**config.mk**
```make
export PLATFORM = sky130hd
export DESIGN_NAME = vgen_top
export DESIGN_NICKNAME = d
export VERILOG_FILES = /design/src/vgen_timing_pkg.sv /design/src/vgen_regs_pkg.sv /design/src/vgen_sync_gen.sv /design/src/vgen_regs.sv /design/src/vgen_bitmap_fetch.sv /design/src/vgen_pixel_shift.sv /design/src/vgen_top.sv
export SDC_FILE = /design/constraint.sdc
export NUM_CORES = 1
export LEC_CHECK = 0
export ABC_AREA = 0
export BUFFER_PORTS_ARGS = -buffer_cell sky130_fd_sc_hd__buf_4
export CORE_MARGIN = 8
export CORE_UTILIZATION = 50
export DETAILED_ROUTE_END_ITERATION = 7
export GPL_ROUTABILITY_DRIVEN = 0
export PLACE_DENSITY = 0.79
export SYNTH_ARGS = -nofsm -noshare
export SYNTH_HDL_FRONTEND = slang
export SYNTH_SLANG_ARGS = --single-unit
export TNS_END_PERCENT = 30
```
**constraint.sdc**
```tcl
create_clock -name clk -period 8.15 [get_ports clk]
set_input_delay 0.4075 -clock clk [delete_from_list [all_inputs] [get_ports clk]]
set_output_delay 0.4075 -clock clk [all_outputs]
set_load 0.1 [all_outputs]
```
**src/vgen_timing_pkg.sv**
```systemverilog
// raster counts stay below 2048; VRAM is 64K 16-bit words with one-cycle read data
package vgen_timing_pkg;

    typedef enum logic [1:0] {
        STATE_PRE_SYNC  = 2'b00,    // front porch
        STATE_SYNC      = 2'b01,
        STATE_POST_SYNC = 2'b10,    // back porch
        STATE_VISIBLE   = 2'b11
    } raster_state_t;

    typedef logic [10:0] raster_count_t;    // h or v position
    typedef logic [15:0] vram_addr_t;       // word address
    typedef logic [15:0] vram_word_t;
    typedef logic [7:0]  pixel_index_t;     // palette entry

endpackage

```
**src/vgen_regs_pkg.sv**
```systemverilog
// register numbers are 5 bits wide; numbers not listed here read back as zero
package vgen_regs_pkg;

    typedef enum logic [4:0] {
        XR_VID_CTRL  = 5'h00,   // colour base, interrupt trigger
        XR_SCANLINE  = 5'h01,   // read only
        XR_VID_HSIZE = 5'h02,
        XR_VID_VSIZE = 5'h03,
        XR_GFX_CTRL  = 5'h10,
        XR_DISP_ADDR = 5'h11,
        XR_LINE_LEN  = 5'h12
    } vgen_reg_t;

    typedef enum logic {
        BPP_4 = 1'b0,
        BPP_8 = 1'b1
    } pixel_depth_t;

    // gfx_ctrl field positions
    localparam int GFX_BASE_MSB  = 15;
    localparam int GFX_BASE_LSB  = 8;
    localparam int GFX_BLANK_BIT = 7;
    localparam int GFX_DEPTH_BIT = 4;

    typedef struct packed {
        logic [7:0]   colour_base;  // border colour, upper nibble for 4 bpp
        logic         blank;        // plane off, border only
        pixel_depth_t depth;
        logic [15:0]  start_addr;   // first word of the frame
        logic [15:0]  line_len;     // words from one line start to the next
    } gfx_config_t;

endpackage

```
**src/vgen_sync_gen.sv**
```systemverilog
// needs more than 12 offscreen columns per line so the first pixel group is fetched in time
`timescale 1ns/10ps

module vgen_sync_gen
    import vgen_timing_pkg::*;
#(
    parameter int   H_VISIBLE  = 640,
    parameter int   H_FRONT    = 16,
    parameter int   H_SYNC     = 96,
    parameter int   H_BACK     = 48,
    parameter int   V_VISIBLE  = 480,
    parameter int   V_FRONT    = 10,
    parameter int   V_SYNC     = 2,
    parameter int   V_BACK     = 33,
    parameter logic H_SYNC_POL = 1'b0,
    parameter logic V_SYNC_POL = 1'b0
) (
    input  logic          clk,
    input  logic          reset_i,
    output logic          hsync_o,
    output logic          vsync_o,
    output logic          dv_de_o,
    output raster_state_t h_state_o,
    output raster_state_t v_state_o,
    output raster_count_t v_count_o,
    output logic          line_fetch_start_o,
    output logic          scanout_start_o,
    output logic          frame_start_o,
    output logic          frame_end_o
);

    localparam int H_OFFSCREEN  = H_FRONT + H_SYNC + H_BACK;
    localparam int H_TOTAL      = H_OFFSCREEN + H_VISIBLE;
    localparam int V_TOTAL      = V_VISIBLE + V_FRONT + V_SYNC + V_BACK;
    localparam int H_FETCH_LEAD = 12;   // columns before first visible one

    raster_state_t h_state;
    raster_state_t v_state;
    raster_count_t h_count;
    raster_count_t v_count;
    raster_count_t h_limit;     // last count of current state
    raster_count_t v_limit;
    logic          line_end;

    always_comb begin
        case (h_state)
            STATE_PRE_SYNC:  h_limit = raster_count_t'(H_FRONT - 1);
            STATE_SYNC:      h_limit = raster_count_t'(H_FRONT + H_SYNC - 1);
            STATE_POST_SYNC: h_limit = raster_count_t'(H_OFFSCREEN - 1);
            default:         h_limit = raster_count_t'(H_TOTAL - 1);
        endcase
        // visible lines come first vertically
        case (v_state)
            STATE_VISIBLE:   v_limit = raster_count_t'(V_VISIBLE - 1);
            STATE_PRE_SYNC:  v_limit = raster_count_t'(V_VISIBLE + V_FRONT - 1);
            STATE_SYNC:      v_limit = raster_count_t'(V_VISIBLE + V_FRONT + V_SYNC - 1);
            default:         v_limit = raster_count_t'(V_TOTAL - 1);
        endcase
    end

    assign line_end = (h_state == STATE_VISIBLE) && (h_count == h_limit);

    always_ff @(posedge clk) begin
        if (reset_i) begin
            h_state <= STATE_PRE_SYNC;
            v_state <= STATE_VISIBLE;       // line 0 starts in its front porch
            h_count <= '0;
            v_count <= '0;
            hsync_o <= ~H_SYNC_POL;
            vsync_o <= ~V_SYNC_POL;
            dv_de_o <= 1'b0;
        end else begin
            h_count <= line_end ? '0 : h_count + 1'b1;
            if (line_end) begin
                v_count <= frame_start_o ? '0 : v_count + 1'b1;
            end
            if (h_count == h_limit) begin
                h_state <= raster_state_t'(h_state + 2'd1);
            end
            if (line_end && (v_count == v_limit)) begin
                v_state <= raster_state_t'(v_state + 2'd1);
            end
            hsync_o <= (h_state == STATE_SYNC) ? H_SYNC_POL : ~H_SYNC_POL;
            vsync_o <= (v_state == STATE_SYNC) ? V_SYNC_POL : ~V_SYNC_POL;
            dv_de_o <= (h_state == STATE_VISIBLE) && (v_state == STATE_VISIBLE);
        end
    end

    assign line_fetch_start_o = (v_state == STATE_VISIBLE) &&
                                (h_count == raster_count_t'(H_OFFSCREEN - H_FETCH_LEAD));
    assign scanout_start_o    = (v_state == STATE_VISIBLE) &&
                                (h_count == raster_count_t'(H_OFFSCREEN - 1));  // shifter loads here
    assign frame_start_o      = line_end && (v_state == STATE_POST_SYNC) && (v_count == v_limit);
    assign frame_end_o        = line_end && (v_state == STATE_VISIBLE) && (v_count == v_limit);

    assign h_state_o = h_state;
    assign v_state_o = v_state;
    assign v_count_o = v_count;

endmodule

```
**src/vgen_regs.sv**
```systemverilog
// reads return the register selected one cycle earlier; a write to vid_ctrl also sets the colour base
`timescale 1ns/10ps

module vgen_regs
    import vgen_timing_pkg::*;
    import vgen_regs_pkg::*;
#(
    parameter int H_VISIBLE = 640,
    parameter int V_VISIBLE = 480
) (
    input  logic          clk,
    input  logic          reset_i,
    input  logic          vgen_reg_wr_i,
    input  vgen_reg_t     vgen_reg_num_i,
    input  vram_word_t    vgen_reg_data_i,
    output vram_word_t    vgen_reg_data_o,
    input  logic [3:0]    intr_status_i,
    output logic [3:0]    intr_signal_o,
    input  raster_state_t h_state_i,
    input  raster_state_t v_state_i,
    input  raster_count_t v_count_i,
    input  logic          frame_end_i,
    output gfx_config_t   cfg_o
);

    gfx_config_t cfg;
    vram_word_t  gfx_ctrl_rd;   // gfx_ctrl readback image

    assign cfg_o = cfg;

    always_comb begin
        gfx_ctrl_rd = '0;
        gfx_ctrl_rd[GFX_BASE_MSB:GFX_BASE_LSB] = cfg.colour_base;
        gfx_ctrl_rd[GFX_BLANK_BIT] = cfg.blank;
        gfx_ctrl_rd[GFX_DEPTH_BIT] = cfg.depth;
    end

    always_ff @(posedge clk) begin
        if (reset_i) begin
            cfg.colour_base <= 8'h00;
            cfg.blank       <= 1'b0;
            cfg.depth       <= BPP_4;
            cfg.start_addr  <= '0;
            cfg.line_len    <= 16'(H_VISIBLE / 4);  // one 4-bpp line
            intr_signal_o   <= '0;
        end else begin
            intr_signal_o <= '0;
            if (vgen_reg_wr_i) begin
                case (vgen_reg_num_i)
                    XR_VID_CTRL: begin
                        cfg.colour_base <= vgen_reg_data_i[GFX_BASE_MSB:GFX_BASE_LSB];
                        intr_signal_o   <= vgen_reg_data_i[3:0];   // software trigger
                    end
                    XR_GFX_CTRL: begin
                        cfg.colour_base <= vgen_reg_data_i[GFX_BASE_MSB:GFX_BASE_LSB];
                        cfg.blank       <= vgen_reg_data_i[GFX_BLANK_BIT];
                        cfg.depth       <= pixel_depth_t'(vgen_reg_data_i[GFX_DEPTH_BIT]);
                    end
                    XR_DISP_ADDR: cfg.start_addr <= vgen_reg_data_i;
                    XR_LINE_LEN:  cfg.line_len   <= vgen_reg_data_i;
                    default: begin
                    end
                endcase
            end
            if (frame_end_i) begin
                intr_signal_o[3] <= 1'b1;   // vertical blank
            end
        end
    end

    always_ff @(posedge clk) begin
        case (vgen_reg_num_i)
            XR_VID_CTRL:  vgen_reg_data_o <= {cfg.colour_base, 4'h0, intr_status_i};
            XR_SCANLINE:  vgen_reg_data_o <= {(v_state_i != STATE_VISIBLE),
                                              (h_state_i != STATE_VISIBLE), 3'b000, v_count_i};
            XR_VID_HSIZE: vgen_reg_data_o <= 16'(H_VISIBLE);
            XR_VID_VSIZE: vgen_reg_data_o <= 16'(V_VISIBLE);
            XR_GFX_CTRL:  vgen_reg_data_o <= gfx_ctrl_rd;
            XR_DISP_ADDR: vgen_reg_data_o <= cfg.start_addr;
            XR_LINE_LEN:  vgen_reg_data_o <= cfg.line_len;
            default:      vgen_reg_data_o <= '0;
        endcase
    end

endmodule

```
**src/vgen_bitmap_fetch.sv**
```systemverilog
// H_VISIBLE must be a multiple of 8; blank is sampled only when a line fetch starts
`timescale 1ns/10ps

module vgen_bitmap_fetch
    import vgen_timing_pkg::*;
    import vgen_regs_pkg::*;
#(
    parameter int H_VISIBLE = 640
) (
    input  logic        clk,
    input  logic        reset_i,
    input  gfx_config_t cfg_i,
    input  logic        line_fetch_start_i,
    input  logic        frame_start_i,
    input  logic        next_taken_i,
    output logic        vram_sel_o,
    output vram_addr_t  vram_addr_o,
    input  vram_word_t  vram_data_i,
    output logic [63:0] next_pixels_o,
    output logic        next_ready_o
);

    localparam int GROUPS = H_VISIBLE / 8;  // 8-pixel groups per line

    typedef enum logic [2:0] {
        FC_SEL0   = 3'd0,   // word 0 out
        FC_SEL1   = 3'd1,
        FC_CAP0   = 3'd2,   // word 0 in, word 2 out at 8 bpp
        FC_CAP1   = 3'd3,
        FC_CAP2   = 3'd4,
        FC_CAP3   = 3'd5,
        FC_EXPAND = 3'd6,
        FC_NEXT   = 3'd7
    } fetch_cycle_t;

    fetch_cycle_t  cycle;
    logic          active;
    raster_count_t groups_left;
    vram_addr_t    fetch_addr;
    vram_addr_t    line_start;
    logic [63:0]   words;       // word 0 in the top 16 bits
    logic [63:0]   expanded;
    logic [1:0]    word_idx;
    logic          issue;       // VRAM read this cycle
    logic          hold;

    assign word_idx = cycle[1:0] - 2'd2;
    assign hold     = (cycle == FC_EXPAND) && next_ready_o && !next_taken_i;

    always_comb begin
        case (cycle)
            FC_SEL0, FC_SEL1: issue = active;
            FC_CAP0, FC_CAP1: issue = active && (cfg_i.depth == BPP_8);
            default:          issue = 1'b0;
        endcase
    end

    // leftmost pixel from the high end of word 0
    always_comb begin
        expanded = words;
        if (cfg_i.depth == BPP_4) begin
            for (int i = 0; i < 8; i++) begin
                expanded[63 - 8*i -: 8] = {cfg_i.colour_base[7:4], words[63 - 4*i -: 4]};
            end
        end
    end

    always_ff @(posedge clk) begin
        if (reset_i) begin
            cycle        <= FC_SEL0;
            active       <= 1'b0;
            groups_left  <= '0;
            fetch_addr   <= '0;
            line_start   <= '0;
            vram_sel_o   <= 1'b0;
            next_ready_o <= 1'b0;
        end else begin
            vram_sel_o <= issue;
            if (issue) begin
                fetch_addr <= fetch_addr + 1'b1;
            end
            if (next_taken_i) begin
                next_ready_o <= 1'b0;
            end
            if (active && !hold) begin
                cycle <= fetch_cycle_t'(cycle + 3'd1);
                if (cycle == FC_EXPAND) begin
                    next_ready_o <= 1'b1;
                end
                if (cycle == FC_NEXT) begin
                    active      <= (groups_left != '0);   // stop after last group
                    groups_left <= groups_left - 1'b1;
                end
            end
            if (line_fetch_start_i) begin
                active       <= !cfg_i.blank;
                cycle        <= FC_SEL0;
                groups_left  <= raster_count_t'(GROUPS - 1);
                fetch_addr   <= line_start;
                line_start   <= line_start + cfg_i.line_len;
                next_ready_o <= 1'b0;
            end
            if (frame_start_i) begin
                line_start <= cfg_i.start_addr;
            end
        end
    end

    always_ff @(posedge clk) begin
        vram_addr_o <= fetch_addr;
        if ((cycle >= FC_CAP0) && (cycle <= FC_CAP3)) begin
            words[63 - 16*word_idx -: 16] <= vram_data_i;
        end
        if (active && !hold && (cycle == FC_EXPAND)) begin
            next_pixels_o <= expanded;
        end
    end

endmodule

```
**src/vgen_pixel_shift.sv**
```systemverilog
// scanout ends at the first group boundary where no next buffer is ready
`timescale 1ns/10ps

module vgen_pixel_shift
    import vgen_timing_pkg::*;
    import vgen_regs_pkg::*;
(
    input  logic         clk,
    input  logic         reset_i,
    input  gfx_config_t  cfg_i,
    input  logic         scanout_start_i,
    input  logic         line_fetch_start_i,
    input  logic [63:0]  next_pixels_i,
    input  logic         next_ready_i,
    output logic         next_taken_o,
    output pixel_index_t color_index_o
);

    logic        scanning;
    logic [2:0]  pix_cnt;   // column within group
    logic [63:0] shift;
    logic        group_end;
    logic        load;

    assign group_end = scanout_start_i || (scanning && (pix_cnt == 3'd7));
    assign load      = group_end && next_ready_i;

    always_ff @(posedge clk) begin
        if (reset_i) begin
            scanning     <= 1'b0;
            pix_cnt      <= '0;
            next_taken_o <= 1'b0;
        end else begin
            next_taken_o <= load;
            pix_cnt      <= scanout_start_i ? 3'd0 : pix_cnt + 3'd1;
            if (group_end) begin
                scanning <= next_ready_i;
            end
            if (line_fetch_start_i) begin
                scanning <= 1'b0;   // new line, drop leftovers
            end
        end
    end

    always_ff @(posedge clk) begin
        shift         <= load ? next_pixels_i : {shift[55:0], 8'h00};
        color_index_o <= (scanning && !cfg_i.blank) ? shift[63:56] : cfg_i.colour_base;
    end

endmodule

```
**src/vgen_top.sv**
```systemverilog
// default raster is a tiny 32x8 frame for simulation; real modes override all parameters
`timescale 1ns/10ps

module vgen_top
    import vgen_timing_pkg::*;
    import vgen_regs_pkg::*;
#(
    parameter int   H_VISIBLE  = 32,
    parameter int   H_FRONT    = 4,
    parameter int   H_SYNC     = 4,
    parameter int   H_BACK     = 8,
    parameter int   V_VISIBLE  = 8,
    parameter int   V_FRONT    = 1,
    parameter int   V_SYNC     = 2,
    parameter int   V_BACK     = 1,
    parameter logic H_SYNC_POL = 1'b0,
    parameter logic V_SYNC_POL = 1'b0
) (
    input  logic         clk,
    input  logic         reset_i,
    input  logic         vgen_reg_wr_i,
    input  vgen_reg_t    vgen_reg_num_i,
    input  vram_word_t   vgen_reg_data_i,
    output vram_word_t   vgen_reg_data_o,
    input  logic [3:0]   intr_status_i,
    output logic [3:0]   intr_signal_o,
    output logic         vram_sel_o,
    output vram_addr_t   vram_addr_o,
    input  vram_word_t   vram_data_i,
    output pixel_index_t color_index_o,
    output logic         hsync_o,
    output logic         vsync_o,
    output logic         dv_de_o
);

    gfx_config_t   cfg;
    raster_state_t h_state;
    raster_state_t v_state;
    raster_count_t v_count;
    logic          line_fetch_start;
    logic          scanout_start;
    logic          frame_start;
    logic          frame_end;
    logic [63:0]   next_pixels;
    logic          next_ready;
    logic          next_taken;

    vgen_sync_gen #(
        .H_VISIBLE(H_VISIBLE), .H_FRONT(H_FRONT), .H_SYNC(H_SYNC), .H_BACK(H_BACK),
        .V_VISIBLE(V_VISIBLE), .V_FRONT(V_FRONT), .V_SYNC(V_SYNC), .V_BACK(V_BACK),
        .H_SYNC_POL(H_SYNC_POL), .V_SYNC_POL(V_SYNC_POL)
    ) u_sync_gen (
        .clk, .reset_i, .hsync_o, .vsync_o, .dv_de_o,
        .h_state_o(h_state), .v_state_o(v_state), .v_count_o(v_count),
        .line_fetch_start_o(line_fetch_start), .scanout_start_o(scanout_start),
        .frame_start_o(frame_start), .frame_end_o(frame_end)
    );

    vgen_regs #(
        .H_VISIBLE(H_VISIBLE), .V_VISIBLE(V_VISIBLE)
    ) u_regs (
        .clk, .reset_i, .vgen_reg_wr_i, .vgen_reg_num_i, .vgen_reg_data_i, .vgen_reg_data_o,
        .intr_status_i, .intr_signal_o,
        .h_state_i(h_state), .v_state_i(v_state), .v_count_i(v_count),
        .frame_end_i(frame_end), .cfg_o(cfg)
    );

    vgen_bitmap_fetch #(
        .H_VISIBLE(H_VISIBLE)
    ) u_bitmap_fetch (
        .clk, .reset_i, .cfg_i(cfg),
        .line_fetch_start_i(line_fetch_start), .frame_start_i(frame_start),
        .next_taken_i(next_taken), .vram_sel_o, .vram_addr_o, .vram_data_i,
        .next_pixels_o(next_pixels), .next_ready_o(next_ready)
    );

    vgen_pixel_shift u_pixel_shift (
        .clk, .reset_i, .cfg_i(cfg),
        .scanout_start_i(scanout_start), .line_fetch_start_i(line_fetch_start),
        .next_pixels_i(next_pixels), .next_ready_i(next_ready),
        .next_taken_o(next_taken), .color_index_o
    );

endmodule

```
# Yosys cells after proc, flatten, opt, wreduce, memory -nomap -nowiden
# Index checks and enable logic that the tools add are counted.
[word_totals] memories=0 output_inout_bits=48 latch_bits=0 word_cells=145 inputBits=44 reg_bits=361 rom_bits=0 ram_bits=0
[classes] eq_ne=24 mul=0 n_reduce_logical=44 shifts=2 order_cmp=2 muxes=27 bitwise=2 n_div=0 add_sub_neg=12
[ops] operator="$mux 64" count=2
[ops] operator="$pmux 16 s7" count=1
[ops] operator="$shift 16x34->79 const A" count=1
[ops] operator="$shiftx 16x34->79" count=1
[ops] operator="$bwmux 64" count=1
[ops] operator="$mux 16" count=4
[ops] operator="$neg 32->34" count=1
[ops] operator="$add 11x1->11 const B" count=2
[ops] operator="$logic_and 1x1->1" count=18
[ops] operator="$pmux 6 s3" count=1
[ops] operator="$add 16x1->16 const B" count=1
[ops] operator="$add 16x16->16" count=1
[ops] operator="$eq 5x5->1 const B" count=3
[ops] operator="$pmux 4 s3" count=1
[ops] operator="$reduce_and 2->1" count=6
[ops] operator="$reduce_or 2->1" count=6
[ops] operator="$eq 11x3->1 const B" count=1
[ops] operator="$eq 11x4->1" count=1
[ops] operator="$eq 11x4->1 const B" count=1
[ops] operator="$eq 11x6->1" count=1
[ops] operator="$mux 11" count=1
[ops] operator="$reduce_bool 11->1" count=1
[ops] operator="$sub 11x1->11 const B" count=1
[ops] operator="$eq 5x2->1 const B" count=2
[ops] operator="other kinds (26)" count=54

# Longest topological paths before layout
[logic_depth] ltp_word=7 ltp_mapped=10 depth_no_buf=8

# Cells and area by module
# Synthesis repeated with hierarchy kept, for this count alone.
[unflattened] hier_cells=1505 hier_area_um2=15772.6
[modules_own_cells] module="vgen_bitmap_fetch" seq_area_each_um2=5144.9 cells_each=752 area_per_inst_um2=8633.3 n_inst=1
[modules_own_cells] module="vgen_pixel_shift" seq_area_each_um2=1541.5 cells_each=302 area_per_inst_um2=3216.8 n_inst=1
[modules_own_cells] module="vgen_regs" seq_area_each_um2=1241.2 cells_each=275 area_per_inst_um2=2389.8 n_inst=1
[modules_own_cells] module="vgen_sync_gen" seq_area_each_um2=580.6 cells_each=176 area_per_inst_um2=1532.7 n_inst=1

# Worst setup path before layout
# OpenSTA, ideal clock, no wires.
[synth_timing] path_type="register to register" start="reg u_bitmap_fetch.cycle[0]" end="reg u_bitmap_fetch.next_pixels_o[0], enable pin" synth_period_minus_slack_ps=4468 stages_incl_launch_ff=7 required_ps=7662 path_slack_ps=3682 arrival_time_ps=3980 cell_sequence="dfxtp_1 inv_1 clkbuf_1 ha_1 nand4b_1 nand2_1 nor2_1"
[synth_via] elab_chain_cells=6
[synth_rtl] item="start, declared" line="vgen_bitmap_fetch.sv:36" source="fetch_cycle_t cycle;"
[synth_rtl] item="start signal, assigned" line="vgen_bitmap_fetch.sv:86" source="cycle <= fetch_cycle_t'(cycle + 3'd1);"
[synth_rtl] item="$eq 3x3->1 *" line="vgen_bitmap_fetch.sv:48, vgen_bitmap_fetch.sv:114"
[synth_rtl] item="$logic_and 1x1->1 (2 in a row)" line="vgen_bitmap_fetch.sv:48" source="assign hold = (cycle == FC_EXPAND) && next_ready_o && !next_taken_i;"
[synth_rtl] item="$logic_not 1->1" line="vgen_bitmap_fetch.sv:114" source="if (active && !hold && (cycle == FC_EXPAND)) begin"
[synth_rtl] item="$logic_and 1x1->1" line="vgen_bitmap_fetch.sv:114"
[synth_rtl] item="$logic_and 1x1->1 *" line="vgen_bitmap_fetch.sv:114"
[synth_rtl] item="end signal, assigned" line="vgen_bitmap_fetch.sv:115" source="next_pixels_o <= expanded;"
[synth_rtl] item="end, declared" line="vgen_bitmap_fetch.sv:19" source="output logic [63:0] next_pixels_o,"
# Every way passes the cells marked *; elsewhere a longest branch is shown, timed or not.
# A chain may end at the register's enable or synchronous reset.

# Worst setup path in the final report
[layout_timing] start="reg u_bitmap_fetch.cycle[0]" end="reg u_bitmap_fetch.groups_left[8]"
[layout_via] elab_chain_cells=6 word_cells_on_any_way=7 classes_between="eq/ne: 2; reduce/logical: 5"
[layout_rtl] item="$eq 3x3->1" line="vgen_bitmap_fetch.sv:48"
[layout_rtl] item="$logic_and 1x1->1 (2 in a row)" line="vgen_bitmap_fetch.sv:48"
[layout_rtl] item="$logic_not 1->1" line="vgen_bitmap_fetch.sv:85" source="if (active && !hold) begin"
[layout_rtl] item="$logic_and 1x1->1" line="vgen_bitmap_fetch.sv:85"
[layout_rtl] item="$reduce_and 2->1 (no source line) *"
[layout_rtl] item="end signal, assigned" line="vgen_bitmap_fetch.sv:92" source="groups_left <= groups_left - 1'b1;"
[layout_rtl] item="end signal, assigned" line="vgen_bitmap_fetch.sv:98" source="groups_left <= raster_count_t'(GROUPS - 1);"
[layout_rtl] item="end, declared" line="vgen_bitmap_fetch.sv:38" source="raster_count_t groups_left;"
# Marks and branches as above.

==> flow_summary.ini <==
[run_status]
violations = DRC
status = finished with violations

[floorplanning]
die_x_um = 188
rows = 63
core_mm2 = 0.0294
initial_utilization_pct = 50.3
io_pins = 92
die_h_um = 188
dieArea_mm2 = 0.0354

[sta]
drv_slew = 0
setup_viol_count_final = 0
finClkSkew_ps = 22.6
hold_viol = 0
fmax_mhz = 275
tns_ps = 0
post-route-min-period_ps = 3630
hold_ws_ps = 101
slew_headroom_pct = 23.8
finalCritPeriodShare_pct = 44.6
tightest_slew_ps = 1140
rsz0062_at_grt = no

[logic_synthesis]
synth-edff-count = 128
syn_inst = 1330
ys_top_cells_by_count = 233 x dfxtp_1, 201 x nand2_1, 128 x edfxtp_1
post_synth_main_area_contributors = dfxtp_1 32%, edfxtp_1 26%, mux2_2 5.3%, nand2_1 5.1%, ha_1 3.3%
yosysSeqAreaShare_pct = 57.5
yosysUniqueCellTypes = 62
yosys_warnings = 0
synth_most_common_cell = dfxtp_1
synth_fp_nets = 1414
synthArstFlopShare_pct = 0
synthFlopType = dfxtp_1
synth_top_area_share_pct = 31.5
synth_area_per_cell_um2 = 11.1
yosys_register_bits = 361
netlist_area_mm2 = 0.0148
yosysTopAreaCell = dfxtp_1

[min_path]
min_path_type = in -> reg

[flow_run]
max_cap_violations = 0

[clock_network]
cts_resized = 0
cts_root_buffer = clkbuf_16
cts_tree = built
cts_sinks = 361
cts_hold_buf = 0
h-tree-depth = 2
cts.reportedPaths.clkPinSlew_ps = 60
postCtsSetupBuffers = 0
clkLatencyLatePin_ps = 530
numCtsBuffers = 38
clk_path_buf_depth = 3

[setup_path]
cp_data_required_time_ps = 8530
path_class = reg -> reg
crit_path_max_fanout = 36
crit_arrival_ps = 4010
crit_path_end_kind = flop
cp-start-kind = flop

[global_routing]
grt.total_usage_pct = 17.4
antenna_found_initial = 0
grt_pass1_vias = 9625
overflow = 0
grt_max_degree = 74
grt_pass1_wl_mm = 50.9

[route]
drt_iter0_drc = 984
wl_met3_mm = 2.20
dr.pass1.iters = 8
wirelength_mm = 31.5
vias_per_cell = 5.46
wire_per_inst_um = 17.4
met2_length_mm = 14.5
maxUsedRoutingLayer = met4
wl_met1_mm = 14.0
ant_nets = 0
drc = 8
vias = 9884

[placed_design]
hpwl_mm = 21.4
port_buffers = 91
dpl_cell_area_mm2 = 0.0157

[cells_and_area]
final_cell_area_mm2 = 0.0169
antenna_cells = 0
drive_gt1_share_pct = 19.0
fin_nets = 1474
syn2layout_area_growth_pct = 14.4
fillers = 2317

[power]
power-per-cell-area_mw_per_mm2 = 221
vdd.ir_drop.worst_mv = 0.158
power_leakage_nw = 6.97
state kept, by name (all words and copies together), names as in the netlist, 8 cells and up:
| signal | cells |
|---|---|
| u_bitmap_fetch.next_pixels_o | 64 |
| u_bitmap_fetch.words | 64 |
| u_pixel_shift.shift | 64 |
| u_regs.cfg_o | 42 |
| u_bitmap_fetch.fetch_addr | 16 |
| u_bitmap_fetch.line_start | 16 |
| u_bitmap_fetch.vram_addr_o | 16 |
| u_regs.vgen_reg_data_o | 16 |
| u_bitmap_fetch.groups_left | 11 |
| u_sync_gen.h_count | 11 |
| u_sync_gen.v_count_o | 11 |
| u_pixel_shift.color_index_o | 8 |
power by group:
group	leakage, nW	total [mW]	internal (mW)	switching [mW]
clock network	0.612	1.71	1.02	0.695
logic	3.27	0.148	0.0456	0.102
registers	3.09	1.89	1.87	0.0142
metrics by stage:
stage / cells / util [%] / worst slack (ps) / total power [mW]
after global placement: 1740 / 53.3 / 4800 / 2.07
after detailed placement: 1740 / 53.3 / 4630 / 2.07
after CTS: 1810 / 57.6 / 4600 / 3.77
final: 1810 / 57.6 / 4520 / 3.75
after global routing: 1810 / 57.6 / 4070 / 3.87
after floorplan: 1330 / - / 3680 / 2.02
routing by layer:
layer | up-vias | track usage [%]
met5 | - | 0
met4 | 0 | 5.79
met3 | 53 | 3.70
met2 | 349 | 27.7
met1 | 4693 | 23.2
li1 | 4789 | -
path summary, 6_finish.rpt:
kind	end	startpoint	cells after the start	slack (ps)
worst max-delay path	u_bitmap_fetch.groups_left[8]$_SDFFE_PP0P_	u_bitmap_fetch.cycle[0]$_SDFFE_PP0P_	8	4520
worst min-delay path	u_regs.intr_signal_o[1]$_SDFF_PP0_	vgen_reg_data_i[1]	2	100
worst max register to register	u_bitmap_fetch.groups_left[8]$_SDFFE_PP0P_	u_bitmap_fetch.cycle[0]$_SDFFE_PP0P_	8	4520
worst min register to register	u_bitmap_fetch.vram_addr_o[15]$_DFF_P_	u_bitmap_fetch.fetch_addr[15]$_SDFFE_PP0P_	0	380
final cells by class:
type | count | area (um2) | share of cell area (%)
Sequential cell | 361 | 8510 | 50.3
Inverter | 25 | 93.8 | 0.554
Timing Repair Buffer | 98 | 736 | 4.35
Clock buffer | 58 | 1120 | 6.60
Clock inverter | 12 | 141 | 0.835
Multi-Input combinational cell | 866 | 5850 | 34.5
Tap cell | 390 | 488 | 2.88
placed cells by master, fill, tap and decap left out, types with 29 or more instances in the layout:
cell	count
xnor2_1	29
ha_1	39
dfxtp_1	232
and3_1	70
a21oi_1	71
and2_1	30
nand2_1	201
xor2_1	36
edfxtp_1	128
nor2_1	81
mux2_2	70
mux2_4	29
clkbuf_16	39
buf_4	98
critical path: stages, from the launching register on:
cell	delay, ps
dfxtp_1	900
inv_1	490
ha_1	390
nand4b_1	190
nand3_1	220
nor4_1	820
nand4b_1	220
xor2_1	200
nor2_1	50
logic make-up after synthesis:
kind of cell / synth area share (%)
flops: 57.5
xor+xnor: 3.85
mux: 8.88
compound gates: 7.06
fa+ha+maj: 3.43
simple gates: 16.2
buf+inv: 3.11
(Power assumes the default switching activity.)
